## src/rtl/cache_cfg.svh

```systemverilog
`ifndef CACHE_CFG_SVH
`define CACHE_CFG_SVH

// ============================================================
// Cache geometry
// ============================================================

// Byte address width on the CPU side and on the memory side
`define CACHE_ADR_W 32

// Number of sets, each set holds one line per way
`define CACHE_LINES 16

// Associativity
`define CACHE_WAYS 2

// A line is this many 32-bit words
`define CACHE_LINE_WORDS 4

// Lowest set index bit, everything below it selects a byte in the line
`define CACHE_LOBIT 4

`endif
```

## src/rtl/cache_pkg.sv

```systemverilog
`include "cache_cfg.svh"

package cache_pkg;

   // ============================================================
   // Cache datapath types
   // ============================================================

   // Address bits above the set index, shared by virtual and physical tags
   typedef logic [`CACHE_ADR_W-1:`CACHE_LOBIT+$clog2(`CACHE_LINES)] cache_tag_t;

   // One full line, word 0 in the low bits
   typedef logic [`CACHE_LINE_WORDS-1:0][31:0] cache_line_t;

   typedef logic [$clog2(`CACHE_LINES)-1:0] cache_ndx_t; // Set index
   typedef logic [$clog2(`CACHE_WAYS)-1:0] cache_way_t;  // Way number

   // Controller states
   typedef enum logic [1:0] {
      IDLE,  // Waiting for a CPU strobe, the lookup runs here
      ACK,   // One-cycle acknowledge to the CPU
      FILL,  // Fetching the line word by word
      WRITE  // Writing tags and data of the filled line
   } ctrl_state_t;

endpackage

```

## src/rtl/cache_way_sel.sv

```systemverilog
`timescale 1ns/1ps
`include "cache_cfg.svh"

module cache_way_sel (
   input  logic                                      clk,
   input  logic                                      rst_n,
   input  cache_pkg::cache_tag_t                     lookup_tag,  // Virtual tag of the request
   input  cache_pkg::cache_tag_t [`CACHE_WAYS-1:0]   vtags,
   input  logic [`CACHE_WAYS-1:0]                    vvalid,
   input  cache_pkg::cache_tag_t                     snoop_tag,   // Physical tag of the snoop
   input  cache_pkg::cache_tag_t [`CACHE_WAYS-1:0]   ptags,
   input  logic [`CACHE_WAYS-1:0]                    pvalid,
   input  cache_pkg::cache_ndx_t                     upd_ndx,     // Set being looked up and filled
   input  logic                                      upd,         // Advance this set's victim
   output logic                                      hit,
   output cache_pkg::cache_way_t                     hit_way,
   output cache_pkg::cache_way_t                     victim_way,
   output logic                                      snoop_hit_comb,
   output logic [`CACHE_WAYS-1:0]                    phys_match   // Per-way snoop match
);

   import cache_pkg::*;

   logic [`CACHE_WAYS-1:0] virt_match;         // Per-way lookup match
   cache_way_t [`CACHE_LINES-1:0] rr_q;        // Round-robin pointer per set

   // ============================================================
   // Tag compare
   // ============================================================
   always_comb begin
      hit_way = '0;
      for (int w = 0; w < `CACHE_WAYS; w++) begin
         virt_match[w] = vvalid[w] && (vtags[w] == lookup_tag); // Valid gates stale RAM words
         phys_match[w] = pvalid[w] && (ptags[w] == snoop_tag);
         if (virt_match[w]) begin
            hit_way = cache_way_t'(w); // At most one way matches
         end
      end
   end

   assign hit            = |virt_match;
   assign snoop_hit_comb = |phys_match;

   // Victim selection, the pointer moves on after every fill of the set
   always_ff @(posedge clk or negedge rst_n) begin
      if (!rst_n) begin
         rr_q <= '0;
      end else if (upd) begin
         if (rr_q[upd_ndx] == cache_way_t'(`CACHE_WAYS - 1)) begin
            rr_q[upd_ndx] <= '0; // Wrap for any way count
         end else begin
            rr_q[upd_ndx] <= rr_q[upd_ndx] + 1'b1;
         end
      end
   end

   assign victim_way = rr_q[upd_ndx];

   // Fills only happen on a miss, so a set never holds one virtual line twice
   a_one_hit : assert property (@(posedge clk) disable iff (!rst_n)
      !$isunknown(virt_match) |-> $onehot0(virt_match))
      else $error("more than one way hits the lookup");

endmodule

```

## config.mk

```make
export PLATFORM = sky130hd
export DESIGN_NAME = cache_way_sel
export DESIGN_NICKNAME = d
export VERILOG_FILES = /design/src/rtl/cache_pkg.sv /design/src/rtl/cache_way_sel.sv
export VERILOG_INCLUDE_DIRS = /design/src /design/src/rtl
export SDC_FILE = /design/constraint.sdc
export NUM_CORES = 1
export LEC_CHECK = 0
export BUFFER_PORTS_ARGS = -buffer_cell sky130_fd_sc_hd__buf_2
export CAP_MARGIN = 20
export CORE_MARGIN = 2
export CORE_UTILIZATION = 44
export CTS_BUF_LIST = sky130_fd_sc_hd__clkbuf_4
export DETAILED_ROUTE_END_ITERATION = 10
export PLACE_DENSITY = 0.95
export SYNTH_ARGS = -nofsm -noshare
export SYNTH_HDL_FRONTEND = slang
export SYNTH_SLANG_ARGS = --single-unit
```

## constraint.sdc

```tcl
create_clock -name clk -period 3.4 [get_ports clk]
set_input_delay 0.51 -clock clk [delete_from_list [all_inputs] [get_ports clk]]
set_output_delay 0.51 -clock clk [all_outputs]
set_load 0.01 [all_outputs]
```

; ---- Yosys cells after proc, flatten, opt, wreduce, memory -nomap -nowiden
; Index checks and enable logic that the tools add are counted.
[totals]
ff_bits = 16
latch_bits = 0
ramBits = 0
rom_bits = 0
inputBits = 155
n_memories = 0
[classes]
addsub = 1
n_mul = 0
n_div = 0
magnitude_cmp = 2
n_eq_ne = 4
shift = 0
muxes = 7
bitwise = 2
reduce_logical = 7
[op_table]
columns = operator, count
row1 = $eq A24 B24 Y1, 4
row2 = $and A16 B16 Y16, 1
row3 = $bwmux W16, 1
row4 = $mux W16, 1
row5 = $not A16 Y16, 1
row6 = $logic_and A1 B1 Y1, 5
row7 = $lt A4 B5 Y1 const B, 1
row8 = $bmux W1 S4, 1
row9 = $demux W1 S4, 1
row10 = $ge A4 B1 Y1 const B, 1
row11 = $reduce_or A2 Y1, 2
row12 = $mux W1, 3
row13 = $add A1 B1 Y1 const B, 1

; ---- Depth between registers and ports, before layout
[depth]
word_depth = 7
mapped_depth = 6
ltp_nobuf = 5

; ---- Worst setup path before layout
; Ideal clock, no wire load.
[synth_path]
path_type = input to output
from = in lookup_tag[4]
to = out hit
arrival_ps = 1868
required_ps = 2890
path_slack_ps = 1022
path_stages = 5
path_buffers = 0
cell_sequence = xnor2_1 nand4_1 or4_1 nor4_2 a41o_1
[synth_via]
elab_chain_cells = 3
[synth_rtl]
columns = item, line
row1 = from (decl), cache_way_sel.sv:7  ; input cache_pkg::cache_tag_t lookup_tag,
row2 = $eq A24 B24 Y1, cache_way_sel.sv:33  ; virt_match[w] = vvalid[w] && (vtags[w] == lookup_tag);
row3 = $logic_and A1 B1 Y1, cache_way_sel.sv:33
row4 = $reduce_or A2 Y1 *, cache_way_sel.sv:41  ; assign hit = |virt_match;
row5 = to (decl), cache_way_sel.sv:15  ; output logic hit,
; Mark *: on every way between the ends. The rest lies on a longest branch, timed or not.

; ---- Worst setup path after layout
[layout_path]
from = in lookup_tag[8]
to = out hit
; The elaborated chain is that of the path after synthesis.

==> impl_metrics.json <==
{
  "grt_use_total_pct": 24.5,
  "clk_latency_ns": 0.28,
  "combPwrFrac_pct": 50.2,
  "power_switching_uw": 264,
  "yosysMostFrequentCell": "xnor2_1",
  "swShare_pct": 32.8,
  "synth.largest_area_cell": "xnor2_1",
  "crit_path_start_kind": "input pin",
  "fillCellCount": 360,
  "cts_tree": "done",
  "routedWlPerCell_microns": 14.4,
  "place_hpwl_mm": 5.41,
  "grt_pass1_vias": 2339,
  "synth_top_area_share_pct": 36.4,
  "cts-root-buf": "clkbuf_4",
  "num_rows": 24,
  "post_cts_resized": 0,
  "post_cts_buffers": 0,
  "die_h_microns": 70.6,
  "max_freq_ghz": 0.381,
  "diodes": 0,
  "drt_wl_total_mm": 6.09,
  "ys_types": 26,
  "cp-end-kind": "primary output",
  "critPathKind": "in -> out",
  "hold_path.class": "in -> async",
  "timing.final.crit_period_ns": 2.62,
  "whs_ns": 0.118,
  "dpl_cell_area_sq_um": 2800,
  "fin_ws_ns": 0.778,
  "syn-instance-count": 211,
  "cts.hold.buffers_added": 0,
  "period_share_pct": 77.1,
  "setup_viol": 0,
  "critical_path.most_common_cell": "buf_2",
  "syn_area_per_cell_sq_um": 9.24,
  "portBuffers": 160,
  "slew_headroom_pct": 62.9,
  "dp_slack_ns": 0.782,
  "leakagePower_nw": 1.28,
  "cts_buffers": 3,
  "vias_per_cell": 5.11,
  "largestRegisters": "rr_q: 16 flops",
  "drive_gt1_share_pct": 47.6,
  "largest_reg_flops": 16,
  "worstPathCellList": "buf_2 > xnor2_1 > nand4_1 > or4_1 > nor4_2 > a41o_1 > buf_2",
  "area_growth_pct": 44.7,
  "maxCapViolCount": 0,
  "cp_data_arrival_time_ns": 2.11,
  "synth_fp_nets": 366,
  "power_uw": 803,
  "pwr-share-seq_pct": 37.9,
  "regMostFlops": "rr_q",
  "status": "finished clean",
  "io-pin-count": 161,
  "yosys_register_bits": 16,
  "clk_path_buf_depth": 2,
  "die_area_sq_um": 4980,
  "synth_area_leaders": "xnor2_1 36%, dfrtp_1 21%, mux2_1 6.9%, xor2_1 6.7%, nand4_1 5.5%",
  "drt-pass1-iter-count": 4,
  "async_flop_share_pct": 100,
  "setup_tns_ns": 0,
  "grt_pass1_wl_mm": 10.0,
  "die_w_microns": 70.6,
  "netlist_area_sq_um": 1950,
  "cpMaxStageDelayCell": "or4_1",
  "skew_ns": 0.000180,
  "clkTransAtPathRegs_ns": 0.08,
  "drc": 0,
  "final_area_sq_um": 2820,
  "worst_pin_slew_ns": 0.556,
  "overflow": 0,
  "drv_slew": 0,
  "cp.required_ns": 2.89,
  "ys_top_cells_by_count": "81 x xnor2_1, 17 x nand4_1, 16 x dfrtp_1",
  "synth_ff_type": "dfrtp_1",
  "p_int_uw": 539,
  "place_congestion": 0.873,
  "hold_violations": 0,
  "initial_core_util_pct": 45.1,
  "grt_max_degree": 17,
  "core-area_sq_um": 4320,
  "vias": 2158,
  "p_per_area_nw_per_um2": 285,
  "yosys_warnings": 0,
  "cp_slowest_stage_delay_ns": 0.56,
  "cp_max_fo": 2,
  "drt_iter0_drc": 45,
  "clockPowerShare_pct": 11.8,
  "postRouteAntennaNets": 0,
  "yosysSeqAreaShare_pct": 20.5,
  "r2r_slack_ns": 2.17,
  "h-tree-depth": 1,
  "ir_worst_vdd_v": 0.000293,
  "synth_edf_count": 0,
  "cts_sinks": 16,
  "rsz0062_at_grt": "false",
  "antenna_found_initial": 0,
  "num-nets-final": 527
}
[layout by cell type (no fill, tap or decap)]
master	instances
nand4_1	17
or4_1	3
or2_1	1
dfrtp_1	16
inv_1	1
nor2b_1	1
mux2_2	8
xor2_1	15
nand2_1	9
nor4_2	3
nand3_2	1
nor2_1	10
nor3b_1	1
nand3_1	5
buf_2	160
nand2b_1	3
clkbuf_4	3
xnor2_1	81
mux2i_1	4
mux4_2	1
nand3b_1	2
mux2_1	12
o21ai_1	4
nor4_1	3
nor3_1	5
a41o_1	1
[power by group through the flow]
stage                     registers (mW)  logic, mW  clock network, mW
after floorplan                    0.297      0.242                  0
after global placement             0.303      0.385                  0
after detailed placement           0.311      0.403                  0
after CTS                          0.306      0.406             0.0997
after global routing               0.318      0.447              0.110
final                              0.305      0.403             0.0948
[worst max-delay path, delay by kind of cell]
kind            cells  cell delay, ns
compound gates      1            0.13
xor+xnor            1            0.20
buf+inv             2            0.25
simple gates        3            1.03
[worst paths after layout]
path | to | startpoint | cells after the start
max in group asynchronous | rr_q[5]$_DFFE_PN0P_ | rst_n | 1
min reg2reg | rr_q[0]$_DFFE_PN0P_ | rr_q[0]$_DFFE_PN0P_ | 1
min in group clk | rr_q[0]$_DFFE_PN0P_ | rr_q[0]$_DFFE_PN0P_ | 1
min | rr_q[15]$_DFFE_PN0P_ | rst_n | 1
max reg2reg | rr_q[5]$_DFFE_PN0P_ | rr_q[6]$_DFFE_PN0P_ | 3
max | hit | lookup_tag[8] | 7
[per-layer routing]
metal  track usage (%)  share of wire [%]  vias up
met1              26.7                 36      982
met2              45.9                 54       96
met5                 0                  0        -
li1                  -                  -     1051
met4              12.4                4.0        0
met3              3.85                6.7       29
[area by class of cell]
cell class              count  area, sq um  share of cell area, %
clock buffers               3         22.5                  0.798
inverters                   1         3.75                  0.133
multi-input cells         190         1530                   54.2
flip-flops and latches     16          400                   14.2
well taps                  52         65.1                   2.31
repair buffers            160          801                   28.4
[per-stage QoR]
step / std cells / util (%)
after detailed placement: 419 / 64.7
after global routing: 422 / 65.2
final: 422 / 65.2
after CTS: 422 / 65.2
after global placement: 419 / 64.7
after floorplan: 211 / -
[cell families after synthesis]
| group | count (synthesis) | synth area share [%] |
|---|---|---|
| mux | 25 | 14.8 |
| flops | 16 | 20.5 |
| simple gates | 64 | 19.0 |
| xor+xnor | 96 | 43.1 |
| compound gates | 5 | 1.54 |
| buf+inv | 5 | 1.03 |
No activity file was read; power rests on OpenSTA's default activity.
