$ cat src/rtl/cache_cfg.svh
`ifndef CACHE_CFG_SVH
`define CACHE_CFG_SVH

// ============================================================
// Cache geometry
// ============================================================

// Byte address width on the CPU side and on the memory side
`define CACHE_ADR_W 32

// Number of sets, each set holds one line per way
`define CACHE_LINES 16

// Associativity
`define CACHE_WAYS 2

// A line is this many 32-bit words
`define CACHE_LINE_WORDS 4

// Lowest set index bit, everything below it selects a byte in the line
`define CACHE_LOBIT 4

`endif
$ cat src/rtl/cache_pkg.sv
`include "cache_cfg.svh"

package cache_pkg;

   // ============================================================
   // Cache datapath types
   // ============================================================

   // Address bits above the set index, shared by virtual and physical tags
   typedef logic [`CACHE_ADR_W-1:`CACHE_LOBIT+$clog2(`CACHE_LINES)] cache_tag_t;

   // One full line, word 0 in the low bits
   typedef logic [`CACHE_LINE_WORDS-1:0][31:0] cache_line_t;

   typedef logic [$clog2(`CACHE_LINES)-1:0] cache_ndx_t; // Set index
   typedef logic [$clog2(`CACHE_WAYS)-1:0] cache_way_t;  // Way number

   // Controller states
   typedef enum logic [1:0] {
      IDLE,  // Waiting for a CPU strobe, the lookup runs here
      ACK,   // One-cycle acknowledge to the CPU
      FILL,  // Fetching the line word by word
      WRITE  // Writing tags and data of the filled line
   } ctrl_state_t;

endpackage

$ cat src/rtl/cache_data.sv
`timescale 1ns/1ps
`include "cache_cfg.svh"

module cache_data (
   input  logic                                    clk,
   input  logic                                    wr,       // Write a whole line
   input  cache_pkg::cache_way_t                   wr_way,
   input  cache_pkg::cache_ndx_t                   wr_ndx,
   input  cache_pkg::cache_line_t                  wr_line,
   input  cache_pkg::cache_ndx_t                   rd_ndx,
   input  cache_pkg::cache_way_t                   rd_way,   // Way that hit
   input  logic [$clog2(`CACHE_LINE_WORDS)-1:0]    rd_word,  // Word within the line
   output logic [31:0]                             rd_dat
);

   import cache_pkg::*;

   cache_line_t [`CACHE_WAYS-1:0] rd_lines; // Line of every way at the read index

   // ============================================================
   // Line storage
   // ============================================================
   for (genvar g = 0; g < `CACHE_WAYS; g++) begin : g_way
      way_ram #(.payload_t(cache_line_t)) u_line (
         .clk    (clk),
         .wr     (wr && (wr_way == cache_way_t'(g))),
         .wr_ndx (wr_ndx),
         .wr_dat (wr_line),
         .rd_ndx (rd_ndx),
         .rd_dat (rd_lines[g])
      );
   end

   // Way mux first, then the word mux
   assign rd_dat = rd_lines[rd_way][rd_word];

endmodule

$ cat src/rtl/way_ram.sv
`timescale 1ns/1ps
`include "cache_cfg.svh"

module way_ram #(
   parameter type payload_t = logic [31:0]
) (
   input  logic                   clk,
   input  logic                   wr,     // Write strobe, data lands at the edge
   input  cache_pkg::cache_ndx_t  wr_ndx,
   input  payload_t               wr_dat,
   input  cache_pkg::cache_ndx_t  rd_ndx,
   output payload_t               rd_dat  // Asynchronous read
);

   // Distributed RAM style storage, one entry per set
   // Contents are undefined after reset, valid bits live elsewhere
   payload_t mem [`CACHE_LINES];

   always_ff @(posedge clk) begin
      if (wr) begin
         mem[wr_ndx] <= wr_dat; // Single write port
      end
   end

   assign rd_dat = mem[rd_ndx]; // Read port never waits for a clock

   // ============================================================
   // Checks
   // ============================================================

   // A write with an unknown index would corrupt an arbitrary set
   a_wr_ndx_known : assert property (@(posedge clk) wr |-> !$isunknown(wr_ndx))
      else $error("way_ram write with unknown index");

endmodule

$ cat config.mk
export PLATFORM = sky130hd
export DESIGN_NAME = cache_data
export DESIGN_NICKNAME = d
export VERILOG_FILES = /design/src/rtl/cache_pkg.sv /design/src/rtl/cache_data.sv /design/src/rtl/way_ram.sv
export VERILOG_INCLUDE_DIRS = /design/src /design/src/rtl
export SDC_FILE = /design/constraint.sdc
export NUM_CORES = 2
export LEC_CHECK = 0
export BUFFER_PORTS_ARGS = -buffer_cell sky130_fd_sc_hd__buf_4
export CAP_MARGIN = 20
export CORE_AREA = 2 2 560 562
export CTS_BUF_LIST = sky130_fd_sc_hd__clkbuf_16
export DETAILED_ROUTE_END_ITERATION = 10
export DIE_AREA = 0 0 562 564
export GPL_TIMING_DRIVEN = 0
export PLACE_DENSITY = 0.73
export SLEW_MARGIN = 20
export SYNTH_ARGS = -nofsm -noshare
export SYNTH_HDL_FRONTEND = slang
export SYNTH_SLANG_ARGS = --single-unit
$ cat constraint.sdc
create_clock -name clk -period 16.51 [get_ports clk]
set_input_delay 0.8255 -clock clk [delete_from_list [all_inputs] [get_ports clk]]
set_output_delay 0.8255 -clock clk [all_outputs]
set_load 0.005 [all_outputs]
# ---- Yosys cells after proc, flatten, opt, wreduce, memory -nomap -nowiden
# Memory sizes are Yosys's and may differ from the RTL's.
# Index checks and enable logic that the tools add are counted.
dict set report classes {
  add_sub_neg 0
  n_mul 0
  div 0
  order_cmp 2
  n_eq_ne 0
  shift 0
  mux 8
  bitwise_logic 1
  n_reduce_logical 2
}
# op count
set op_table {}
lappend op_table {{$mux 128} 2}
lappend op_table {{$bmux 32 s2} 1}
lappend op_table {{$mux 32} 1}
lappend op_table {{$mux 1} 4}
lappend op_table {{$lt 2x3->1 const B} 1}
lappend op_table {{$logic_and 1x1->1} 2}
lappend op_table {{$lt 1x2->1 const B} 1}
lappend op_table {{$not 1->1} 1}
dict set report word_totals {
  reg_bits 0
  latch_bits 0
  ramBits 4096
  rom_bits 0
  input_bits 142
  output_inout_bits 32
  elab_cells 15
  n_memories 2
}
# name depth word_bits read_ports rd_ports_with_merged_regs write_ports line_no
set mem_list {}
lappend mem_list {{g_way[0].u_line.mem} 16 128 1 0 1 way_ram.sv:17} ;# payload_t mem [`CACHE_LINES];
lappend mem_list {{g_way[1].u_line.mem} 16 128 1 0 1 way_ram.sv:17}

# ---- Depth between registers and ports, before layout
# An unclocked memory read counts as a cell.
dict set report logic_depth {
  ltp_word 5
  depth_mapped 8
}

# ---- By module
# From an unflattened synthesis, not the netlist that was laid out.
dict set report hier_totals {
  hier_cells 6574
  hier_area_um2 155857.0
}
# module n_inst cells_each area_each_um2
set modules_own_cells {}
lappend modules_own_cells {way_ram 2 3229 76882.5}
lappend modules_own_cells {cache_data 1 116 2092.0}

# ---- Least setup slack after synthesis
# OpenSTA, ideal clock, no wires.
dict set report synth_path {
  kind {input to register}
  from {input wr_ndx[1]}
  to {memory g_way[1].u_line.mem[12][0] (netlist name) (enable)}
  setup_ps 617
  t_arrival_ps 6628
  required_ps 15893
  path_slack_ps 9265
  stages 3
  n_path_buf 1
  path_cell_list {or2_2 clkbuf_1 nor2_1}
}
# element line_no
set synth_lines {}
lappend synth_lines {{start: declaration} cache_data.sv:8} ;# input cache_pkg::cache_ndx_t wr_ndx,
lappend synth_lines {{end: declaration} way_ram.sv:17}
# Straight into the memory's write port.

# ---- Worst setup path after layout
dict set report layout_path {
  from {input rd_ndx[2]}
  to {output rd_dat[30]}
}
dict set report layout_via {
  elab_chain_cells 5
  word_cells_on_any_way 6
  classes_between {4 x mux; 2 x memory}
}
# element line_no
set layout_lines {}
lappend layout_lines {{start: declaration} cache_data.sv:10} ;# input cache_pkg::cache_ndx_t rd_ndx,
lappend layout_lines {{$mem_v2 16x128} -}
lappend layout_lines {{$mux 128 (implied by the code) (*) (2 in a row)} cache_data.sv:35} ;# assign rd_dat = rd_lines[rd_way][rd_word];
lappend layout_lines {{$bmux 32 s2 (*)} cache_data.sv:35}
lappend layout_lines {{$mux 32 (implied by the code) (*)} cache_data.sv:35}
lappend layout_lines {{end: declaration} cache_data.sv:13} ;# output logic [31:0] rd_dat
# Every way passes the cells marked *; elsewhere a longest branch is shown, timed or not. The select of a mux whose other input is x is not followed.

==> impl_results.md <==
* Mean post-synth cell area at around 27 um^2
* Initial antenna violation count at 86
* Min cycle time layout at 6.731 ns
* Initial Utilization at approximately half
* PortBufs at between 150 and 200
* Relative slew slack at 7.194%
* Final TNS setup at 0 ns
* Syn_nets at about 6000
* Htree depth at 5
* Kind of critical path: input port to primary output
* Via/cell ratio at a little under 7
* Pwr Density at around 120 nW/um^2
* Share of cells above drive strength 1 at between 30% and 40%
* Cells along the critical path: clkbuf_1 > buf_2 > clkbuf_4 > clkbuf_1 > mux4_2 > mux4_2 > mux4_2 > mux2_2 > buf_4
* CTS tree: yes
* CTS clk-pin slew, worst paths at roughly 0.060 ns
* Die area at about 320000 um^2
* RSZ-0062 raised after global routing: false
* WP buf/inv at 5
* Grt ovf at 0
* Routability Congestion at ~0.84
* Largest cells by area after synthesis: edfxtp_1 79%, mux4_2 20%, clkbuf_1 0.43%
* Crit-path slowest cell: clkbuf_1
* Residual DRC at 0
* P_leak at ~56 nW
* Core footprint at just over 300000 um^2
* Final WL at 457300 um
* Yosys warnings at 0
* Hold Crit Class: input port to flop
* Vias at 76160
* Top reg by flops: g_way.u_line.mem
* Crit path top cell by count: mux4_2
* Max VDD drop at 0.1007 mV
* Detail Route Antenna Nets at 0
* Per-cell routed wire length at 40.72 um
* Clock tree sinks at between 4000 and 5000
* Status: complete, no violations
* Final period util at between 40% and 50%
* Tightest Pin Transition at ~1.4 ns
* Hold EP: g_way[0].u_line.mem[4][24]
* Fin. Hold Viols at 0
* Syn Std Cell Area at approximately 160000 um^2
* GRT Total Usage at between 20 and 30%
* CTS Buf Count at about 380
* Largest regs: g_way.u_line.mem (4096)
* Maximum clock insertion buffer count at 4
* Critical Path Start Type: input port
* Layout Area Growth over Synthesis at 16.65%
* Number of synthesized register bits at around 4000
* Chip width at ~560 um
* CP required at about 16 ns
* Cts hold-fix bufs at 0
* Largest register FFs at just over 4000
* Top cell type's share of synthesized area at 79.32%
* 1st-pass router iterations at 6
* Hold Crit Depth at 1
* DP HPWL at approximately 280000 um
* # IOs at 174
* Setup Fix Bufs, Post-CTS at 0
* HP Start: wr_line[24]
* CP Data Arrival Time at about 6 ns
* Synth unique cells at 14
* Clk root buf: clkbuf_16
* CP endpoint kind: primary output
* Core Util, Final at 58.19%
* Final #Nets at about 6800
* Post-synthesis cell count at a little under 6000
* # fillers at 20480
* Vias in the first global route at between 70000 and 80000
* DIE HEIGHT at approximately 560 um
* Critical Path Fanout Max at 17
* Setup Viol. Count Final at 0
* # rows at ~210
* Achievable Freq at between 0.1 and 0.15 GHz
* First-pass GRT wire length at 613900 um
* Post-CTS resize count at 0
* Max-slew violations at 0
* CP peak stage delay at 0.94 ns
* Sequential share of the synthesized area at just under 80%
* Critical path's top delay family: buffers and inverters
* Leading area contributor after synthesis: edfxtp_1
* Largest net degree at the start of global routing at 33
* DR iter-0 viols at about 14000
* Max Cap Viol at 0
-- how the worst max path moves through the flow --
| stage | cells past startpoint | end | slack [ns] | startpoint |
|---|---|---|---|---|
| 6_report | 9 | rd_dat[30] | 9.78 | rd_ndx[2] |
| 5_1_grt | 9 | rd_dat[30] | 9.85 | rd_ndx[2] |
| 4_1_cts | 10 | rd_dat[7] | 10.08 | rd_ndx[2] |
| 3_5_place_dp | 10 | rd_dat[7] | 10.13 | rd_ndx[2] |
| 3_3_place_gp | 4 | g_way[1].u_line.mem[3][50] | 1.27 | wr_ndx[3] |
| 2_1_floorplan | 3 | g_way[1].u_line.mem[12][0] | 9.26 | wr_ndx[1] |
-- metal layers --
| metal | GRT usage [%] | routed length (um) | up-vias | share of wire [%] |
|---|---|---|---|---|
| met3 | 8.438 | 61020 | 1631 | 13 |
| met4 | 18.14 | 34250 | 52 | 7.5 |
| li1 | - | - | 27670 | - |
| met1 | 33.73 | 140700 | 39770 | 31 |
| met2 | 44.95 | 221000 | 7045 | 48 |
| met5 | 0.2976 | 399 | - | 0.087 |
-- synthesized netlist by cell type, drive strengths merged --
master and number:
nor2 33, edfxtp 4096, nand3 4, clkbuf 176
or2 1, mux4 1344, nor2b 3, nand4 1
buf 130, nand2 4, mux2 32, nand2b 2
-- placed cells by master, fill, tap and decap left out, drive strengths merged, types with 2 or more instances in the layout --
cell / n
nor2b: 3
mux4: 1344
buf: 579
clkbuf: 572
inv: 80
clkinv: 152
diode: 135
mux2: 32
nor2: 33
edfxtp: 4096
nand3: 4
nand2b: 2
nand2: 4
clkinvlp: 10
bufinv: 42
-- logic make-up after synthesis --
logic type             share of synthesized area [%]
buffers and inverters                         0.8004
AND/OR/NAND/NOR                               0.1307
multiplexers                                   19.75
flip-flops                                     79.32
-- stage by stage --
step	std cells	power (mW)	setup slack (ns)	instance area (um^2)	hold slack (ns)
floorplan	5826	12.43	9.265	155100	0.9244
global placement	10130	13.01	1.271	161500	1.219
detailed placement	10430	13.07	10.13	168500	1.237
CTS	11090	21.54	10.08	180500	0.2723
global route	11190	21.98	9.855	180800	0.3068
finish	11230	21.60	9.779	180900	0.3121
-- area by class of cell --
cell class                      instances  area (um^2)  share of cell area [%]
Buffer                                306         1353                  0.7477
Tap cell                             4140         5180                   2.864
Multi-Input combinational cell       1424        31070                   17.18
Clock inverter                        284         2432                   1.345
Clock buffer                          381         9534                   5.271
Timing Repair Buffer                  464         7978                   4.410
Antenna cell                          135        337.8                  0.1868
Sequential cell                      4096       123000                   68.00
-- power by group --
part	switching [mW]	internal (mW)	total [mW]
Combinational	0.828	0.511	1.34
Sequential	0.0369	11.6	11.6
Clock	3.82	4.84	8.66
(Power assumes the default switching activity.)
