===== config.mk =====
export PLATFORM = sky130hd
export DESIGN_NAME = cache_ctrl
export DESIGN_NICKNAME = d
export VERILOG_FILES = /design/src/rtl/cache_pkg.sv /design/src/rtl/cache_ctrl.sv
export VERILOG_INCLUDE_DIRS = /design/src /design/src/rtl
export SDC_FILE = /design/constraint.sdc
export NUM_CORES = 1
export LEC_CHECK = 0
export ABC_AREA = 1
export BUFFER_PORTS_ARGS = -buffer_cell sky130_fd_sc_hd__buf_2
export CORE_AREA = 2 2 103 105
export CTS_BUF_LIST = sky130_fd_sc_hd__clkbuf_4
export CTS_CLUSTER_SIZE = 28
export DETAILED_ROUTE_END_ITERATION = 10
export DIE_AREA = 0 0 105 107
export PLACE_DENSITY = 0.82
export SYNTH_ARGS = -nofsm -noshare
export SYNTH_HDL_FRONTEND = slang
export SYNTH_SLANG_ARGS = --single-unit

===== constraint.sdc =====
create_clock -name clk -period 6.7 [get_ports clk]
set_clock_uncertainty 0.15 [all_clocks]
set_input_delay 1.34 -clock clk [delete_from_list [all_inputs] [get_ports clk]]
set_output_delay 1.34 -clock clk [all_outputs]
set_load 0.03 [all_outputs]

===== src/rtl/cache_cfg.svh =====
`ifndef CACHE_CFG_SVH
`define CACHE_CFG_SVH

// ============================================================
// Cache geometry
// ============================================================

// Byte address width on the CPU side and on the memory side
`define CACHE_ADR_W 32

// Number of sets, each set holds one line per way
`define CACHE_LINES 16

// Associativity
`define CACHE_WAYS 2

// A line is this many 32-bit words
`define CACHE_LINE_WORDS 4

// Lowest set index bit, everything below it selects a byte in the line
`define CACHE_LOBIT 4

`endif

===== src/rtl/cache_pkg.sv =====
`include "cache_cfg.svh"

package cache_pkg;

   // ============================================================
   // Cache datapath types
   // ============================================================

   // Address bits above the set index, shared by virtual and physical tags
   typedef logic [`CACHE_ADR_W-1:`CACHE_LOBIT+$clog2(`CACHE_LINES)] cache_tag_t;

   // One full line, word 0 in the low bits
   typedef logic [`CACHE_LINE_WORDS-1:0][31:0] cache_line_t;

   typedef logic [$clog2(`CACHE_LINES)-1:0] cache_ndx_t; // Set index
   typedef logic [$clog2(`CACHE_WAYS)-1:0] cache_way_t;  // Way number

   // Controller states
   typedef enum logic [1:0] {
      IDLE,  // Waiting for a CPU strobe, the lookup runs here
      ACK,   // One-cycle acknowledge to the CPU
      FILL,  // Fetching the line word by word
      WRITE  // Writing tags and data of the filled line
   } ctrl_state_t;

endpackage


===== src/rtl/cache_ctrl.sv =====
`timescale 1ns/1ps
`include "cache_cfg.svh"

module cache_ctrl (
   input  logic                          clk,
   input  logic                          rst_n,
   // CPU side Wishbone slave
   input  logic                          cpu_cyc,
   input  logic                          cpu_stb,
   input  logic [`CACHE_ADR_W-1:0]       cpu_adr,   // Virtual address
   input  logic [`CACHE_ADR_W-1:0]       cpu_padr,  // Translated address
   input  logic                          hit,       // Lookup result for cpu_adr
   output logic                          cpu_ack,
   // Memory side Wishbone master
   output logic                          mem_cyc,
   output logic                          mem_stb,
   output logic [`CACHE_ADR_W-1:0]       mem_adr,
   input  logic                          mem_ack,
   input  logic [31:0]                   mem_dat,
   // Array updates
   output logic                          wr,
   output logic                          upd,
   output cache_pkg::cache_line_t        fill_line,
   // Snoop
   input  logic                          snoop_valid,
   input  logic                          snoop_hit_comb,
   output logic                          snoop_hit
);

   import cache_pkg::*;

   localparam int WORD_W = $clog2(`CACHE_LINE_WORDS);
   localparam logic [WORD_W-1:0] LAST_WORD = WORD_W'(`CACHE_LINE_WORDS - 1);

   ctrl_state_t       state_q;
   logic [WORD_W-1:0] word_q;  // Word being fetched during a fill
   cache_line_t       fill_q;  // Line assembly buffer

   // ============================================================
   // Control FSM
   // ============================================================
   always_ff @(posedge clk or negedge rst_n) begin
      if (!rst_n) begin
         state_q <= IDLE;
         word_q  <= '0;
         mem_cyc <= 1'b0;
         mem_stb <= 1'b0;
      end else begin
         case (state_q)
            IDLE: begin
               if (cpu_cyc && cpu_stb) begin
                  if (hit) begin
                     state_q <= ACK; // Ack goes out on this edge
                  end else begin
                     state_q <= FILL;
                     mem_cyc <= 1'b1; // Start the first word read right away
                     mem_stb <= 1'b1;
                     word_q  <= '0;
                  end
               end
            end
            ACK: begin
               state_q <= IDLE; // Strobe is ignored while ack is high
            end
            FILL: begin
               if (mem_stb && mem_ack) begin
                  mem_stb <= 1'b0;           // Drop stb for a cycle after each ack
                  word_q  <= word_q + 1'b1;  // Wraps to zero after the last word
                  if (word_q == LAST_WORD) begin
                     mem_cyc <= 1'b0;
                     state_q <= WRITE;
                  end
               end else if (!mem_stb) begin
                  mem_stb <= 1'b1; // Next word of the line
               end
            end
            WRITE: begin
               state_q <= IDLE; // Lookup repeats and now hits
            end
            default: begin
               state_q <= IDLE;
            end
         endcase
      end
   end

   // Fill buffer captures each returned word in its slot
   always_ff @(posedge clk) begin
      if (state_q == FILL && mem_stb && mem_ack) begin
         fill_q[word_q] <= mem_dat;
      end
   end

   // The CPU holds cpu_padr through the fill, so the address needs no register
   assign mem_adr = {cpu_padr[`CACHE_ADR_W-1:`CACHE_LOBIT], word_q, 2'b00};

   assign cpu_ack   = (state_q == ACK);
   assign wr        = (state_q == WRITE); // Tags, data and valid bit in one edge
   assign upd       = wr;                 // Victim pointer moves with the write
   assign fill_line = fill_q;

   // Snoop result is registered for a fixed one-cycle latency
   always_ff @(posedge clk or negedge rst_n) begin
      if (!rst_n) begin
         snoop_hit <= 1'b0;
      end else begin
         snoop_hit <= snoop_valid && snoop_hit_comb;
      end
   end

   // ============================================================
   // Checks
   // ============================================================
   a_ack_pulse : assert property (@(posedge clk) disable iff (!rst_n) cpu_ack |=> !cpu_ack)
      else $error("cpu_ack held for two cycles");

   a_ack_cyc : assert property (@(posedge clk) disable iff (!rst_n) cpu_ack |-> cpu_cyc)
      else $error("cpu_ack outside a bus cycle");

   // Index, tags and fill address all come from the live request addresses
   a_adr_stable : assert property (@(posedge clk) disable iff (!rst_n)
      mem_cyc |-> $stable(cpu_adr) && $stable(cpu_padr))
      else $error("CPU address changed during a line fill");

endmodule


Word-level counts from Yosys, hierarchy flattened
Cells that the tools add are included.
- register bits after elaboration: 135
- input bits: 104
- output and inout port bits: 166
- word-level logic and storage cells: 52
- add/subtract/negate cells: 1
- magnitude comparators: 2
- equality and inequality tests: 8
- multiplexer cells: 19
- reductions and logical operators: 13
- operators with widths (cell ; number):
    bitwise mux 128 bit ; 1
    demux 32 bit (select 2 bit) ; 1
    2-to-1 mux 32 bit ; 1
    2-to-1 mux 2 bit ; 7
    != test 2 bit (second input constant) ; 4
    equality test 2 bit (second input constant) ; 3
    logical AND 1 bit ; 6
    case mux 2 bit (3 select lines) ; 1
    AND reduction 3 bit ; 2
    2-to-1 mux 1 bit ; 5
    AND reduction 5 bit ; 1
    case mux 1 bit (2 select lines) ; 2
    case mux 2 bit (2 select lines) ; 1
    AND reduction 4 bit ; 1
    < comparator 2 x 3 -> 1 bit (second input constant) ; 1
    adder 2 x 1 -> 2 bit (second input constant) ; 1
    equality test 2 x 1 -> 1 bit (second input constant) ; 1
    >= comparator 2 x 1 -> 1 bit (second input constant) ; 1
    logical NOT 2 bit ; 1
    nonzero test 2 bit ; 1
    OR reduction 2 bit ; 1

Depth between registers and ports, before layout
- word-level depth: 5
- mapped depth: 7
- gate-level depth less buffers: 6

Worst setup path after synthesis
No wires, ideal clock.
- path kind: input -> register
- start point: input port mem_ack
- end point: register fill_q (netlist bit fill_line[0]), enable pin
- library setup time: 0.421 ns
- arrival: 3.011 ns
- required time: 6.129 ns
- setup slack: 3.118 ns
- stages on the path: 4
- buffers on the path: 0
- path through: nand2_1 -> nor2_2 -> inv_2 -> nor2_1
- longest elaborated chain between the ends: 1
- RTL lines (element ; RTL line ; RTL):
    start: declaration ; cache_ctrl.sv:18 ; input logic mem_ack,
    logical AND 1 bit ; cache_ctrl.sv:89 ; if (state_q == FILL && mem_stb && mem_ack) begin
    end signal: indexed assignment ; cache_ctrl.sv:90 ; fill_q[word_q] <= mem_dat;
    end: declaration ; cache_ctrl.sv:37 ; cache_line_t fill_q;
Every way passes these cells.
A chain may end at the register's enable or synchronous reset.

Worst setup path after layout
- start point: register state_q[1]
- end point: output port wr
- longest elaborated chain between the ends: 1
- RTL lines (element ; RTL line ; RTL):
    start: declaration ; cache_ctrl.sv:35 ; ctrl_state_t state_q;
    start signal: assignment ; cache_ctrl.sv:44 ; state_q <= IDLE;
    start signal: assignment ; cache_ctrl.sv:53 ; state_q <= ACK;
    start signal: assignment ; cache_ctrl.sv:55 ; state_q <= FILL;
    equality test 2 bit ; cache_ctrl.sv:98 ; assign wr = (state_q == WRITE);
    end: declaration ; cache_ctrl.sv:21 ; output logic wr,
Every way passes these cells.

==> results.cfg <==
[run_status]
run_status = finished, final reports clean

[final_layout]
final_layout_size_suffix_gt1_frac = 0.545
most_used_cells_in_the_layout_excluding_fill_and_tap_cells = 175 x buf_2, 128 x edfxtp_1, 18 x clkbuf_4
antenna_cells_inserted = 0
final_cell_area_um2 = 5670
area_growth_syn_to_layout_pct = 25.5
layout.cells.most_common = buf_2
post_layout_nets = 491

[synth]
synth.ff_latch_count = 135
synth_top_area_cells = edfxtp_1 85%, buf_4 5.1%, dfrtp_1 3.9%
synth_top_area_share = 0.850
yosysWarnings = 0
synth_cell_type_count = 17
synth_top_area_cell = edfxtp_1
synth_seq_area_share = 0.889
syn-instance-count = 220
syn_avg_cell_area_um2 = 20.5
mappedNetlistArea_um2 = 4520

[setup_path]
ff2ff_path_depth = 5
path_max_fanout = 9
cp.arrival_ps = 1370
critPathLaunchType = flop
rr_endpoint = fill_line[81]
timing.reg2reg.setup_slack_ps = 4390
worst_path_dominant_cell_family = flip-flops
end_kind = primary output
timing.rr.start = state_q[0]
timing.setup.critical_path_class = reg2out
cpMaxStageDelayCell = dfrtp_1
worst_ep_required_time_ps = 5210
cp_slowest_stage_delay_ps = 510
buffers_inverters_on_critical_path = 2
critical_path.cell_chain = nand2_1, inv_1, buf_2

[global_route]
first_global_vias = 2414
grt_antenna_before_repair = 0
maximum_number_of_pins_on_one_net_before_global_route_repair = 33
global_route.usage.total = 0.157
globalRoute.totalOverflow = 0
wire_length_of_the_first_global_routing_pass_um = 12800

[timing]
timing.setup.tns_ps = 0
grt_setup_unrepaired = no
worst_pin_slew_ps = 1040
finalHoldViolCount = 0
min_period_ps = 2860
fmax_mhz = 350
timing.slew.headroom = 0.306
setup_viol = 0
slew_viol_final = 0
final_min_period_over_clock_period = 0.427

[die]
die-height_um = 107
row_count = 37
fp.coreArea_um2 = 10100
io-pin-count = 270
start_util = 0.448
die_width_um = 105
fp.dieArea_um2 = 11200

[routing]
overall_routed_net_length_um = 8610
avgViaCountPerCell = 4.49
drtPass1Iterations = 4
first_iter_violations = 80
detail_route.drc_violations = 0
antenna_violating_nets_post_route = 0
route.detailed.wl_per_inst_um = 16.2
vias_post_dr = 2388

[clocking]
number_of_gates_resized_after_cts = 0
cts_buffer_count = 17
cts_hold_buf = 0
cts-htree-levels = 4
cts_num_sinks = 135
cts_max_path_buffers = 2
root_buffer = clkbuf_4
cts_clk_pin_slew_worst_paths_ps = 110
cts_tree = built
clkLatencyLatePin_ps = 500
post-cts-setup-buffer-count = 0

[power]
powerDensity_nw_per_um2 = 333
leakagePower_nw = 2.27
vdd_drop_max_uv = 201

[worst_hold_path]
worst_min_delay_path_endpoint = mem_cyc
hold_start = mem_cyc
worst_hold_path_type = reg2reg
whs_path_depth = 2

[placed_design]
placed_area_um2 = 5360
place_congestion = 0.808
numPortBuffers = 175
detailed_place_hpwl_um = 5750

[flow_run]
maxCapViolations = 0
[area by class of cell]
class	instances	area (um2)
fillers	799	4420
well taps	136	170
multi-input cells	39	234
clock buffers	18	135
flip-flops and latches	135	4020
clock inverters	14	180
inverters	15	56.3
repair buffers	175	876
[state kept, by name, indices dropped and copies added, names as in the netlist]
register	flops
fill_line	128
mem_cyc	1
mem_stb	1
snoop_hit	1
state_q	2
word_q	2
[stage by stage]
step / utilization / hold slack (ps) / instances / setup slack, ps / total power, mW
5_1_grt: 0.562 / 393 / 532 / 3700 / 1.97
3_3_place_gp: 0.531 / 306 / 500 / 3510 / 1.33
4_1_cts: 0.562 / 374 / 532 / 3780 / 1.91
2_1_floorplan: - / 437 / 221 / 3120 / 1.27
3_5_place_dp: 0.531 / 337 / 500 / 3460 / 1.34
6_report: 0.562 / 364 / 532 / 3840 / 1.89
[synth_stat cells]
| cell | instances |
|---|---|
| nor3_1 | 1 |
| nor2_2 | 2 |
| inv_1 | 10 |
| dfrtp_1 | 7 |
| buf_4 | 31 |
| buf_6 | 1 |
| inv_2 | 5 |
| o21ai_0 | 1 |
| nand3_1 | 4 |
| ha_1 | 4 |
| a21oi_2 | 1 |
| edfxtp_1 | 128 |
| o21ai_1 | 2 |
| nand2_1 | 12 |
| nor2_1 | 9 |
| conb_1 | 1 |
| nand4_1 | 1 |
[where the power goes]
group	leakage [nW]	switching, mW	internal (mW)	total, mW
Sequential	1.24	0.0270	0.992	1.02
Combinational	0.861	0.224	0.0708	0.295
Clock	0.169	0.275	0.298	0.573
[worst reg2reg max path, delay by kind of cell, from the launching register on]
family / cells / cell delay [ps]
simple gates: 3 / 1050
flops: 1 / 450
buf+inv: 2 / 240
[worst max-delay path by stage]
stage / startpoint / to / slack, ps / cells after the start
3_5_place_dp: mem_ack / fill_line[34] / 3460 / 5
2_1_floorplan: mem_ack / fill_line[0] / 3120 / 4
4_1_cts: state_q[1] / wr / 3780 / 3
3_3_place_gp: mem_ack / fill_line[61] / 3510 / 5
5_1_grt: state_q[1] / wr / 3700 / 3
6_report: state_q[1] / wr / 3840 / 3
[kinds of logic (layout without fill, tap and decap cells)]
group           Yosys count  after routing  synth area share
flops                   135            135             0.889
fa+ha+maj                 4              4            0.0111
simple gates             29             29            0.0271
buf+inv                  47            222            0.0664
other cells               1              2          0.000830
compound gates            4              4           0.00526
[layer usage]
| metal | up-vias | GRT usage | wire, um |
|---|---|---|---|
| met5 | - | 0 | 0 |
| met4 | 0 | 0.0800 | 181 |
| met3 | 19 | 0.0638 | 827 |
| met2 | 138 | 0.276 | 4620 |
| met1 | 1137 | 0.161 | 2980 |
| li1 | 1094 | - | - |
(Power assumes the default switching activity.)
