## src/rtl/cache_cfg.svh

```systemverilog
`ifndef CACHE_CFG_SVH
`define CACHE_CFG_SVH

// ============================================================
// Cache geometry
// ============================================================

// Byte address width on the CPU side and on the memory side
`define CACHE_ADR_W 32

// Number of sets, each set holds one line per way
`define CACHE_LINES 16

// Associativity
`define CACHE_WAYS 2

// A line is this many 32-bit words
`define CACHE_LINE_WORDS 4

// Lowest set index bit, everything below it selects a byte in the line
`define CACHE_LOBIT 4

`endif
```

## src/rtl/cache_pkg.sv

```systemverilog
`include "cache_cfg.svh"

package cache_pkg;

   // ============================================================
   // Cache datapath types
   // ============================================================

   // Address bits above the set index, shared by virtual and physical tags
   typedef logic [`CACHE_ADR_W-1:`CACHE_LOBIT+$clog2(`CACHE_LINES)] cache_tag_t;

   // One full line, word 0 in the low bits
   typedef logic [`CACHE_LINE_WORDS-1:0][31:0] cache_line_t;

   typedef logic [$clog2(`CACHE_LINES)-1:0] cache_ndx_t; // Set index
   typedef logic [$clog2(`CACHE_WAYS)-1:0] cache_way_t;  // Way number

   // Controller states
   typedef enum logic [1:0] {
      IDLE,  // Waiting for a CPU strobe, the lookup runs here
      ACK,   // One-cycle acknowledge to the CPU
      FILL,  // Fetching the line word by word
      WRITE  // Writing tags and data of the filled line
   } ctrl_state_t;

endpackage

```

## src/rtl/cache_tag.sv

```systemverilog
`timescale 1ns/1ps
`include "cache_cfg.svh"

module cache_tag (
   input  logic                                      clk,
   input  logic                                      rst_n,
   input  logic                                      wr,      // Write both tags of one way
   input  cache_pkg::cache_way_t                     wr_way,
   input  cache_pkg::cache_ndx_t                     wr_ndx,
   input  cache_pkg::cache_tag_t                     vtag_in,
   input  cache_pkg::cache_tag_t                     ptag_in,
   input  cache_pkg::cache_ndx_t                     ndx,     // Lookup index
   output cache_pkg::cache_tag_t [`CACHE_WAYS-1:0]   vtags,
   output logic [`CACHE_WAYS-1:0]                    vvalid,
   input  cache_pkg::cache_ndx_t                     sndx,    // Snoop index
   output cache_pkg::cache_tag_t [`CACHE_WAYS-1:0]   ptags,
   output logic [`CACHE_WAYS-1:0]                    pvalid
);

   import cache_pkg::*;

   // Valid bits are flops so that reset can clear every line at once
   logic [`CACHE_LINES-1:0][`CACHE_WAYS-1:0] valid_q;

   // ============================================================
   // Tag arrays, one virtual and one physical RAM per way
   // ============================================================
   for (genvar g = 0; g < `CACHE_WAYS; g++) begin : g_way
      logic way_wr;

      assign way_wr = wr && (wr_way == cache_way_t'(g)); // Only the victim way is written

      // Virtual tags are read at the lookup index
      way_ram #(.payload_t(cache_tag_t)) u_vtag (
         .clk    (clk),
         .wr     (way_wr),
         .wr_ndx (wr_ndx),
         .wr_dat (vtag_in),
         .rd_ndx (ndx),
         .rd_dat (vtags[g])
      );

      // Physical tags are read at the snoop index
      way_ram #(.payload_t(cache_tag_t)) u_ptag (
         .clk    (clk),
         .wr     (way_wr),
         .wr_ndx (wr_ndx),
         .wr_dat (ptag_in),
         .rd_ndx (sndx),
         .rd_dat (ptags[g])
      );
   end

   always_ff @(posedge clk or negedge rst_n) begin
      if (!rst_n) begin
         valid_q <= '0; // Every line starts empty
      end else if (wr) begin
         valid_q[wr_ndx][wr_way] <= 1'b1; // There is no invalidate, so bits only ever set
      end
   end

   assign vvalid = valid_q[ndx];  // Valid bits follow the same index as their tags
   assign pvalid = valid_q[sndx];

endmodule

```

## src/rtl/way_ram.sv

```systemverilog
`timescale 1ns/1ps
`include "cache_cfg.svh"

module way_ram #(
   parameter type payload_t = logic [31:0]
) (
   input  logic                   clk,
   input  logic                   wr,     // Write strobe, data lands at the edge
   input  cache_pkg::cache_ndx_t  wr_ndx,
   input  payload_t               wr_dat,
   input  cache_pkg::cache_ndx_t  rd_ndx,
   output payload_t               rd_dat  // Asynchronous read
);

   // Distributed RAM style storage, one entry per set
   // Contents are undefined after reset, valid bits live elsewhere
   payload_t mem [`CACHE_LINES];

   always_ff @(posedge clk) begin
      if (wr) begin
         mem[wr_ndx] <= wr_dat; // Single write port
      end
   end

   assign rd_dat = mem[rd_ndx]; // Read port never waits for a clock

   // ============================================================
   // Checks
   // ============================================================

   // A write with an unknown index would corrupt an arbitrary set
   a_wr_ndx_known : assert property (@(posedge clk) wr |-> !$isunknown(wr_ndx))
      else $error("way_ram write with unknown index");

endmodule

```

## config.mk

```make
export PLATFORM = sky130hd
export DESIGN_NAME = cache_tag
export DESIGN_NICKNAME = d
export VERILOG_FILES = /design/src/rtl/cache_pkg.sv /design/src/rtl/cache_tag.sv /design/src/rtl/way_ram.sv
export VERILOG_INCLUDE_DIRS = /design/src /design/src/rtl
export SDC_FILE = /design/constraint.sdc
export NUM_CORES = 1
export LEC_CHECK = 0
export BUFFER_PORTS_ARGS = -buffer_cell sky130_fd_sc_hd__buf_2
export CORE_ASPECT_RATIO = 1.2
export CORE_MARGIN = 1
export CORE_UTILIZATION = 32
export CTS_BUF_LIST = sky130_fd_sc_hd__clkbuf_2
export DETAILED_ROUTE_END_ITERATION = 7
export PLACE_DENSITY = 0.43
export REMOVE_ABC_BUFFERS = 1
export SKIP_LAST_GASP = 1
export SYNTH_ARGS = -nofsm -noshare
export SYNTH_HDL_FRONTEND = slang
export SYNTH_SLANG_ARGS = --single-unit
```

## constraint.sdc

```tcl
create_clock -name clk -period 3.01 [get_ports clk]
set_input_delay 0.4515 -clock clk [delete_from_list [all_inputs] [get_ports clk]]
set_output_delay 0.4515 -clock clk [all_outputs]
set_load 0.03 [all_outputs]
```

# After elaboration in Yosys (flattened, before gate mapping)

Memory sizes are Yosys's and may differ from the RTL's.
Cells that the tools add are included.

Add/subtract/negate cells: 0
Multipliers: 0
Div/mod/pow operators: 0
$lt $le $gt $ge: 6
Equal/unequal tests: 0
Shifts and indexed selects: 0
Muxes and demuxes: 12
Bitwise logic cells: 2
Reduce and logical (&&, ||, !) cells: 4

Operators with widths:

| operator                                             | count |
|---|---|
| bitwise OR 32 bit                                    | 1 |
| binary-select mux 2 bit (select 4 bit)               | 2 |
| < comparator 4 x 5 -> 1 bit (second input constant)  | 3 |
| demux 2 bit (select 4 bit)                           | 1 |
| 2-to-1 mux 2 bit                                     | 3 |
| 2-to-1 mux 1 bit                                     | 5 |
| >= comparator 4 x 1 -> 1 bit (second input constant) | 1 |
| logical AND 1 bit                                    | 4 |
| < comparator 1 x 2 -> 1 bit (second input constant)  | 1 |
| demux 1 bit (select 1 bit)                           | 1 |
| >= comparator 1 bit (second input constant)          | 1 |
| inverter 1 bit                                       | 1 |

Register bits: 32
Bits in latches: 0
Bits in writable memories: 1536
Memory bits (read-only): 0
Output and inout port bits: 100
Word-level logic and storage cells: 44
Memories kept: 4

Memories:

| name                | depth | width | rd ports | clocked after Yosys merged registers in | write ports | line          | RTL |
|---|---|---|---|---|---|---|---|
| g_way[0].u_ptag.mem | 16    | 24    | 1        | 0                                       | 1           | way_ram.sv:17 | `` payload_t mem [`CACHE_LINES]; `` |
| g_way[0].u_vtag.mem | 16    | 24    | 1        | 0                                       | 1           | way_ram.sv:17 |  |
| g_way[1].u_ptag.mem | 16    | 24    | 1        | 0                                       | 1           | way_ram.sv:17 |  |
| g_way[1].u_vtag.mem | 16    | 24    | 1        | 0                                       | 1           | way_ram.sv:17 |  |

# Logic depth before layout (Yosys ltp)

Gate-level depths: netlist of the first run.

Word-level depth: 7
Depth in mapped cells: 5
Depth with buffers taken out: 3

# Cells and area by module

Synthesis of the first run repeated with hierarchy kept, for this count alone.

Cell total of the unflattened synthesis: 2576
Area total of the unflattened synthesis: 59529.6 µm²

Modules (own cells, without submodules):

| module    | times used | cells an instance | area each (µm²) | sequential area each (µm²) |
|---|---|---|---|---|
| way_ram   | 4          | 612               | 14450.1         | 11531.1 |
| cache_tag | 1          | 128               | 1729.2          | 800.8 |

# Least setup slack after synthesis of the first run

No wires, ideal clock.

Path type: input -> register
Start: input port wr_ndx[1]
End: memory g_way[0].u_ptag.mem[0][0] in the netlist's numbering (enable)
Setup time: 514 ps
Arrival: 4457 ps
Path slack: -1961 ps
Stages on the path: 3
Path through: buf_2 > or4b_1 > nor3_1

RTL lines:

| what        | line           | RTL |
|---|---|---|
| from (decl) | cache_tag.sv:9 | `input cache_pkg::cache_ndx_t wr_ndx,` |
| to (decl)   | way_ram.sv:17  |  |

Straight into the memory's write port.

# Worst setup path after layout of the first run

Start: register valid_q[22] in the netlist's numbering
End: output port pvalid[0]

Cells in the longest elaborated chain, start to end: 2

RTL lines:

| what                                   | line            | RTL |
|---|---|---|
| from (decl)                            | cache_tag.sv:23 | `` logic [`CACHE_LINES-1:0][`CACHE_WAYS-1:0] valid_q; `` |
| from (signal assigned)                 | cache_tag.sv:56 | `valid_q <= '0;` |
| from (signal, indexed assignment)      | cache_tag.sv:58 | `valid_q[wr_ndx][wr_way] <= 1'b1;` |
| binary-select mux 2 bit (select 4 bit) | cache_tag.sv:63 | `assign pvalid = valid_q[sndx];` |
| 2-to-1 mux 2 bit (not written as such) | cache_tag.sv:63 |  |
| to (decl)                              | cache_tag.sv:17 | `` output logic [`CACHE_WAYS-1:0] pvalid `` |

No other way between the ends. The select of a mux whose other input is x is not followed.

==> results of run 1 <==
==> what timing repair did <==
action                                  CTS  global route
hold buffers                            126             0
pin swaps                               192            41
endpoints found under the hold margin  3136             0
setup endpoints to repair               100           104
resized for setup                       387            38
==> per-stage QoR <==
| stage | utilization, % | hold WS [ns] | cell area (um^2) | power, uW |
|---|---|---|---|---|
| after floorplan | - | 0.1559 | 58290 | 26270 |
| after global placement | 35.29 | 0.4652 | 64620 | 27750 |
| after detailed placement | 35.29 | 0.4717 | 64620 | 27820 |
| after CTS | 38.55 | 0.2444 | 70600 | 42220 |
| after global routing | 38.64 | 0.4388 | 70760 | 43400 |
| final | 38.64 | 0.4928 | 70760 | 41530 |
==> power breakdown <==
part           switching (uW)  leakage [uW]  internal, uW
registers                 122        0.0142         24300
logic                    1950       0.00609          1440
clock network            8360       0.00259          5370
==> cell families (layout without fill, tap and decap cells) <==
family                 after synthesis  in the layout  synth area share [%]
AOI/OAI and AO/OA                  200            200                 2.545
buffers and inverters              138           1093                 1.173
DFF                               1568           1568                 79.55
muxes                              400            400                 15.27
other                                0              3                     0
and+or+nand+nor                    186            186                 1.457
==> critical path: stages, from the launching register on <==
cell,delay [ns]
dfrtp_1,0.41
mux4_2,0.48
a22oi_2,0.27
nand2_1,0.13
buf_6,0.16
==> synth_stat cells, types with 4 or more instances <==
cell type and instances:
mux4_2 400, buf_4 12, buf_6 11, buf_1 19, nor3_1 8, buf_2 37
edfxtp_1 1536, nand2b_1 4, dfrtp_1 32, nor2_1 26, nand2_1 102, or2_2 31
nor2b_1 4, a22oi_1 200, clkbuf_1 59
==> layer usage <==
metal | wire (um) | track usage, %
met1 | 74380 | 24.72
met2 | 83090 | 29.65
met3 | 9433 | 4.044
met5 | 38 | 0
met4 | 2891 | 5.186
==> final cells by class <==
type                       count  area share (%)
clock buffer                 577           4.081
antenna                        3         0.01061
sequential                  1568           66.31
multi-input combinational    786           17.82
tap                         2436           4.307
clock inverter                76          0.5640
timing repair buffer         440           6.903
==> sequential cells by signal, summed over array words and instances (netlist names) <==
name,count
valid_q,32
g_way.u_ptag.mem,768
g_way.u_vtag.mem,768
==> worst min-delay path by stage <==
stage                     start                         to  slack (ns)  cells after the start
floorplan                 rst_n                 valid_q[0]        0.16                      0
global placement     valid_q[1]                 valid_q[1]        0.47                      1
detailed placement   valid_q[5]                 valid_q[5]        0.47                      1
CTS                  ptag_in[1]  g_way[1].u_ptag.mem[1][1]        0.24                      3
global route         ptag_in[1]  g_way[1].u_ptag.mem[1][1]        0.44                      3
finish              valid_q[27]                valid_q[27]        0.49                      1
==> metrics.md, run 1 <==
| Metric | Value |
|---|---|
| Total of max-cap violations | 0 |
| Final Setup Violations | 107 |
| Mean Syn Cell Area | ~24 um^2 |
| Failing checks | setup timing |
| Aggregate global-route resource usage | 18.29% |
| Hpwl dp | between 80,000 and 90,000 um |
| CTS tree | yes |
| Post-synth cell types | 21 |
| Post CTS Setup Buffer Count | 0 |
| Max-slew violations | 0 |
| Crit. End Element | output port |
| Vias | 29,800 |
| Initial Utilization | 32.21% |
| DRT Wirelength | 169,800 um |
| Crit path to | pvalid[0] |
| Chip height | ~470 um |
| Setup WS pre-CTS | 0.2366 ns |
| Largest area contributor in the netlist | edfxtp_1 |
| Register area share after synthesis | 79.55% |
| ANT nets after route | 0 |
| Largest net degree at the start of global routing | 57 |
| Worst r2r dst | valid_q[2] |
| Fin nets | 3,256 |
| Die area | 186,100 um^2 |
| P&R area growth vs syn | 19.97% |
| Cell row count | around 170 |
| Tmin final | 3.674 ns |
| Fin crit share | 122.0% |
| Worst slew pin tran | 1.163 ns |
| FF-to-FF path depth | 1 |
| Max_slew headroom | 22.48% |
| P_leak | 0.02289 uW |
| Routed vias/inst | 5.063 |
| F_max | 272.2 MHz |
| H-tree depth | 5 |
| Hold Vio Cnt, Final | 0 |
| Synth async-reset ratio | around 2% |
| Required @ worst endpoint | 2.56 ns |
| CORE AREA | 183,100 um^2 |
| GP Congestion | 0.7134 |
| Warnings from Yosys | 0 |
| CP Class | flop to output port |
| Worst EP arrival | 3.22 ns |
| EDFF count, synth | 1,536 |
| Post-synth top area share | 78.19% |
| CP Max Fanout | 3 |
| Fraction of layout instances using a drive strength above 1 | 46.56% |
| Ranking of synthesized cells by area | edfxtp_1, mux4_2, a22oi_1, dfrtp_1, nand2_1 |
| Synthesis-stage register bit count | 1,568 |
| Cells after Synth | 2,492 |
| First-pass GRT wire length | roughly 240,000 um |
| Placed Cells | a little over 5,000 |
| Grt total ovfl | 0 |
| Worst Setup SP | valid_q[22] |
| DR pass1 iterations | 5 |
| Width of the die | 393.9 um |
| Final worst slack | -0.6637 ns |
| Unrepaired setup endpoints after global routing | yes |
| Worst R2R Start | valid_q[2] |
| Final cell count without fillers | 5,886 |
| Min-Delay Path Class | flop to flop |
| Input/output buffers | around 160 |
| Area of the multi-input gates | 12,610 um^2 |
| IO Count | 164 |
| Cell Pwr Density | 586.9 nW/um^2 |
| Most frequent cells in the layout | edfxtp_1, clkbuf_2, mux4_2 |
| Fill cells | 16,620 |
| CTS clock-pin slew for the worst setup and hold paths | 0.11 ns |
| Worst IR drop on VDD | 0.4167 mV |
| Status | finished, violations left |
| Post-synth top flop | edfxtp_1 |
| Vias in the first global route | between 30,000 and 40,000 |
| Startpoint types | flop |
| Setup TNS | -50.48 ns |
| DRT iter0 DRCs | about 2,700 |
| WL per Instance | 28.85 um |
| Clk_lat worst skew | 1.74 ns |
| Reg2reg setup slack | 2.19 ns |
| Layout Skew | 0 ns |
| Post-synthesis cell area | 58,990 um^2 |
| # DRC | 0 |
| Commonest non-fill, non-tap cell in the layout | edfxtp_1 |
| Sink Count | 1,568 |
| Register area | 46,930 um^2 |
| Num CTS Buffers | 396 |
| Initial antenna violation count | 9 |
| CTS root buf | clkbuf_2 |
| Clk buf depth | 4 |
Power figures use the tool's default switching activity.
==> inputs of run 2 (changes only) <==
--- a/config.mk
+++ b/config.mk
@@ -7,7 +7,6 @@
 export NUM_CORES = 1
 export LEC_CHECK = 0
 export BUFFER_PORTS_ARGS = -buffer_cell sky130_fd_sc_hd__buf_2
-export CORE_ASPECT_RATIO = 1.2
 export CORE_MARGIN = 1
 export CORE_UTILIZATION = 32
 export CTS_BUF_LIST = sky130_fd_sc_hd__clkbuf_2
==> constraint.sdc (replaced) <==
create_clock -name clk -period 3.01 [get_ports clk]
set_input_delay 0.301 -clock clk [delete_from_list [all_inputs] [get_ports clk]]
set_output_delay 0.301 -clock clk [all_outputs]
set_load 0.03 [all_outputs]
==> metrics.md, run 2 (synthesis gave the netlist of run 1 again) <==
| Metric | Value |
|---|---|
| Hpwl dp | 85,110 um |
| Met1 usage | 22.46% |
| Final Setup Violations | 100 |
| Status | finished, violations left |
| Fraction of layout instances using a drive strength above 1 | 45.11% |
| Met3 Use GR | 3.355% |
| Startpoint types | flop |
| GRT met2 Usage | a little under a third |
| Routed vias/inst | around 5 |
| IO Count | 164 |
| H-tree depth | 5 |
| WL per Instance | 28.33 um |
| DRT Wirelength | between 150,000 and 200,000 um |
| P&R area growth vs syn | 19.41% |
| Cell row count | ~160 |
| Most frequent cells in the layout | edfxtp_1, clkbuf_2, mux4_2 |
| GRT Max-Usage Layer | met2 |
| CTS clock-pin slew for the worst setup and hold paths | 0.12 ns |
| CP Class | flop to output port |
| DRT iter0 DRCs | between 2,000 and 2,500 |
| Cell Pwr Density | just under 600 nW/um^2 |
| Total of max-cap violations | 0 |
| First-pass GRT wire length | around 240,000 um |
| P_leak | 0.02270 uW |
| Worst IR drop on VDD | 0.3656 mV |
| Worst EP arrival | between 3 and 4 ns |
| Final cell count without fillers | 5,925 |
| Clk_lat worst skew | 1.76 ns |
| Required @ worst endpoint | ~2.7 ns |
| Crit path buffers/inverters | 1 |
| CTS root buf | clkbuf_2 |
| Largest regs | g_way.u_ptag.mem: 768 flops, g_way.u_vtag.mem: 768 flops, valid_q: 32 flops |
| CORE AREA | 183,100 um^2 |
| Width of the die | approximately 430 um |
| Cell family with most CP delay | multiplexers |
| Max-slew violations | 0 |
| Max_slew headroom | between 20% and 30% |
| DR pass1 iterations | 5 |
| Min-Delay Path Class | input port to flop |
| Final worst slack | -0.5154 ns |
| Num CTS Buffers | 415 |
| CP max-delay cell | mux4_2 |
| Final instance area | ~70,000 um^2 |
| GP Congestion | 0.7198 |
| Vias | around 29,000 |
| Layout Skew | 0 ns |
| Setup WS pre-CTS | 0.3910 ns |
| Clk buf depth | 4 |
| Max incr delay on CP | 0.45 ns |
| Grt total ovfl | 0 |
| Crit. End Element | output port |
| Input/output buffers | 163 |
| Fin nets | ~3,200 |
| Chip height | 431.3 um |
| Failing checks | setup timing |
| Placed instance area | 64,200 um^2 |
| CP Cell Sequence | mux4_2, a22oi_1, nand2_2, buf_2 |
| Aggregate global-route resource usage | 18.20% |
| Setup TNS | -36.79 ns |
| Placed Cells | 5,101 |
| Die area | 186,100 um^2 |
| Sink Count | 1,568 |
| Fin crit share | 117.1% |
| Unrepaired setup endpoints after global routing | yes |
| Tmin final | 3.525 ns |
| Commonest non-fill, non-tap cell in the layout | edfxtp_1 |
| Vias in the first global route | 32,510 |
| Initial antenna violation count | 4 |
| CP Max Fanout | 1 |
| Worst slew pin tran | roughly 1.2 ns |
| Fin Hold WS | 0.3907 ns |
| Largest net degree at the start of global routing | 51 |
| # DRC | 0 |
| ANT nets after route | 0 |
| Hold Vio Cnt, Final | 0 |
| Post CTS Setup Buffer Count | 0 |
| CTS tree | yes |
| Initial Utilization | 32.22% |
| F_max | between 200 and 300 MHz |
## run 2: per-stage QoR
step	util [%]	total power, uW
after global routing	38.47	43480
after floorplan	-	26270
after CTS	38.37	42240
final	38.47	41540
after detailed placement	35.07	27780
after global placement	35.07	27700
## run 2: worst min-delay path, delay by kind of cell
kind                   cells  cell delay (ns)
buffers and inverters      3             1.56
## run 2: timing repair
item,CTS,global route
pin swaps,174,46
endpoints found under the setup margin,100,100
hold buffers,126,0
gates resized for setup,367,45
hold endpoints to repair,3136,0
## run 2: final cells by class
class	instances	area [um^2]
Antenna cell	3	7.507
Clock buffer	561	2808
Clock inverter	134	586.8
Fill cell	16830	112600
Multi-Input combinational cell	786	12570
Sequential cell	1568	46930
Tap cell	2464	3083
Timing Repair Buffer	409	4458
## run 2: final timing paths
check,from,end,slack (ns),cells after the start
max,g_way[1].u_ptag.mem[8][7],ptags[31],-0.52,4
min,vtag_in[17],g_way[0].u_vtag.mem[11][17],0.39,3
max reg2reg,valid_q[8],valid_q[8],2.20,1
min reg2reg,valid_q[4],valid_q[4],0.49,1
max in group asynchronous,rst_n,valid_q[19],2.04,6
min in group asynchronous,rst_n,valid_q[11],0.68,6
## run 2: routing by layer
metal / up-vias / part of all wire, %
li1: 12340 / -
met1: 15980 / 41
met2: 822 / 52
met3: 288 / 4.1
met4: 2 / 2.8
met5: - / 0.0048
## run 2: where the power goes
group / total, uW / internal [uW] / switching (uW)
registers: 24400 / 24300 / 122
logic: 3340 / 1400 / 1930
clock network: 13800 / 5190 / 8590
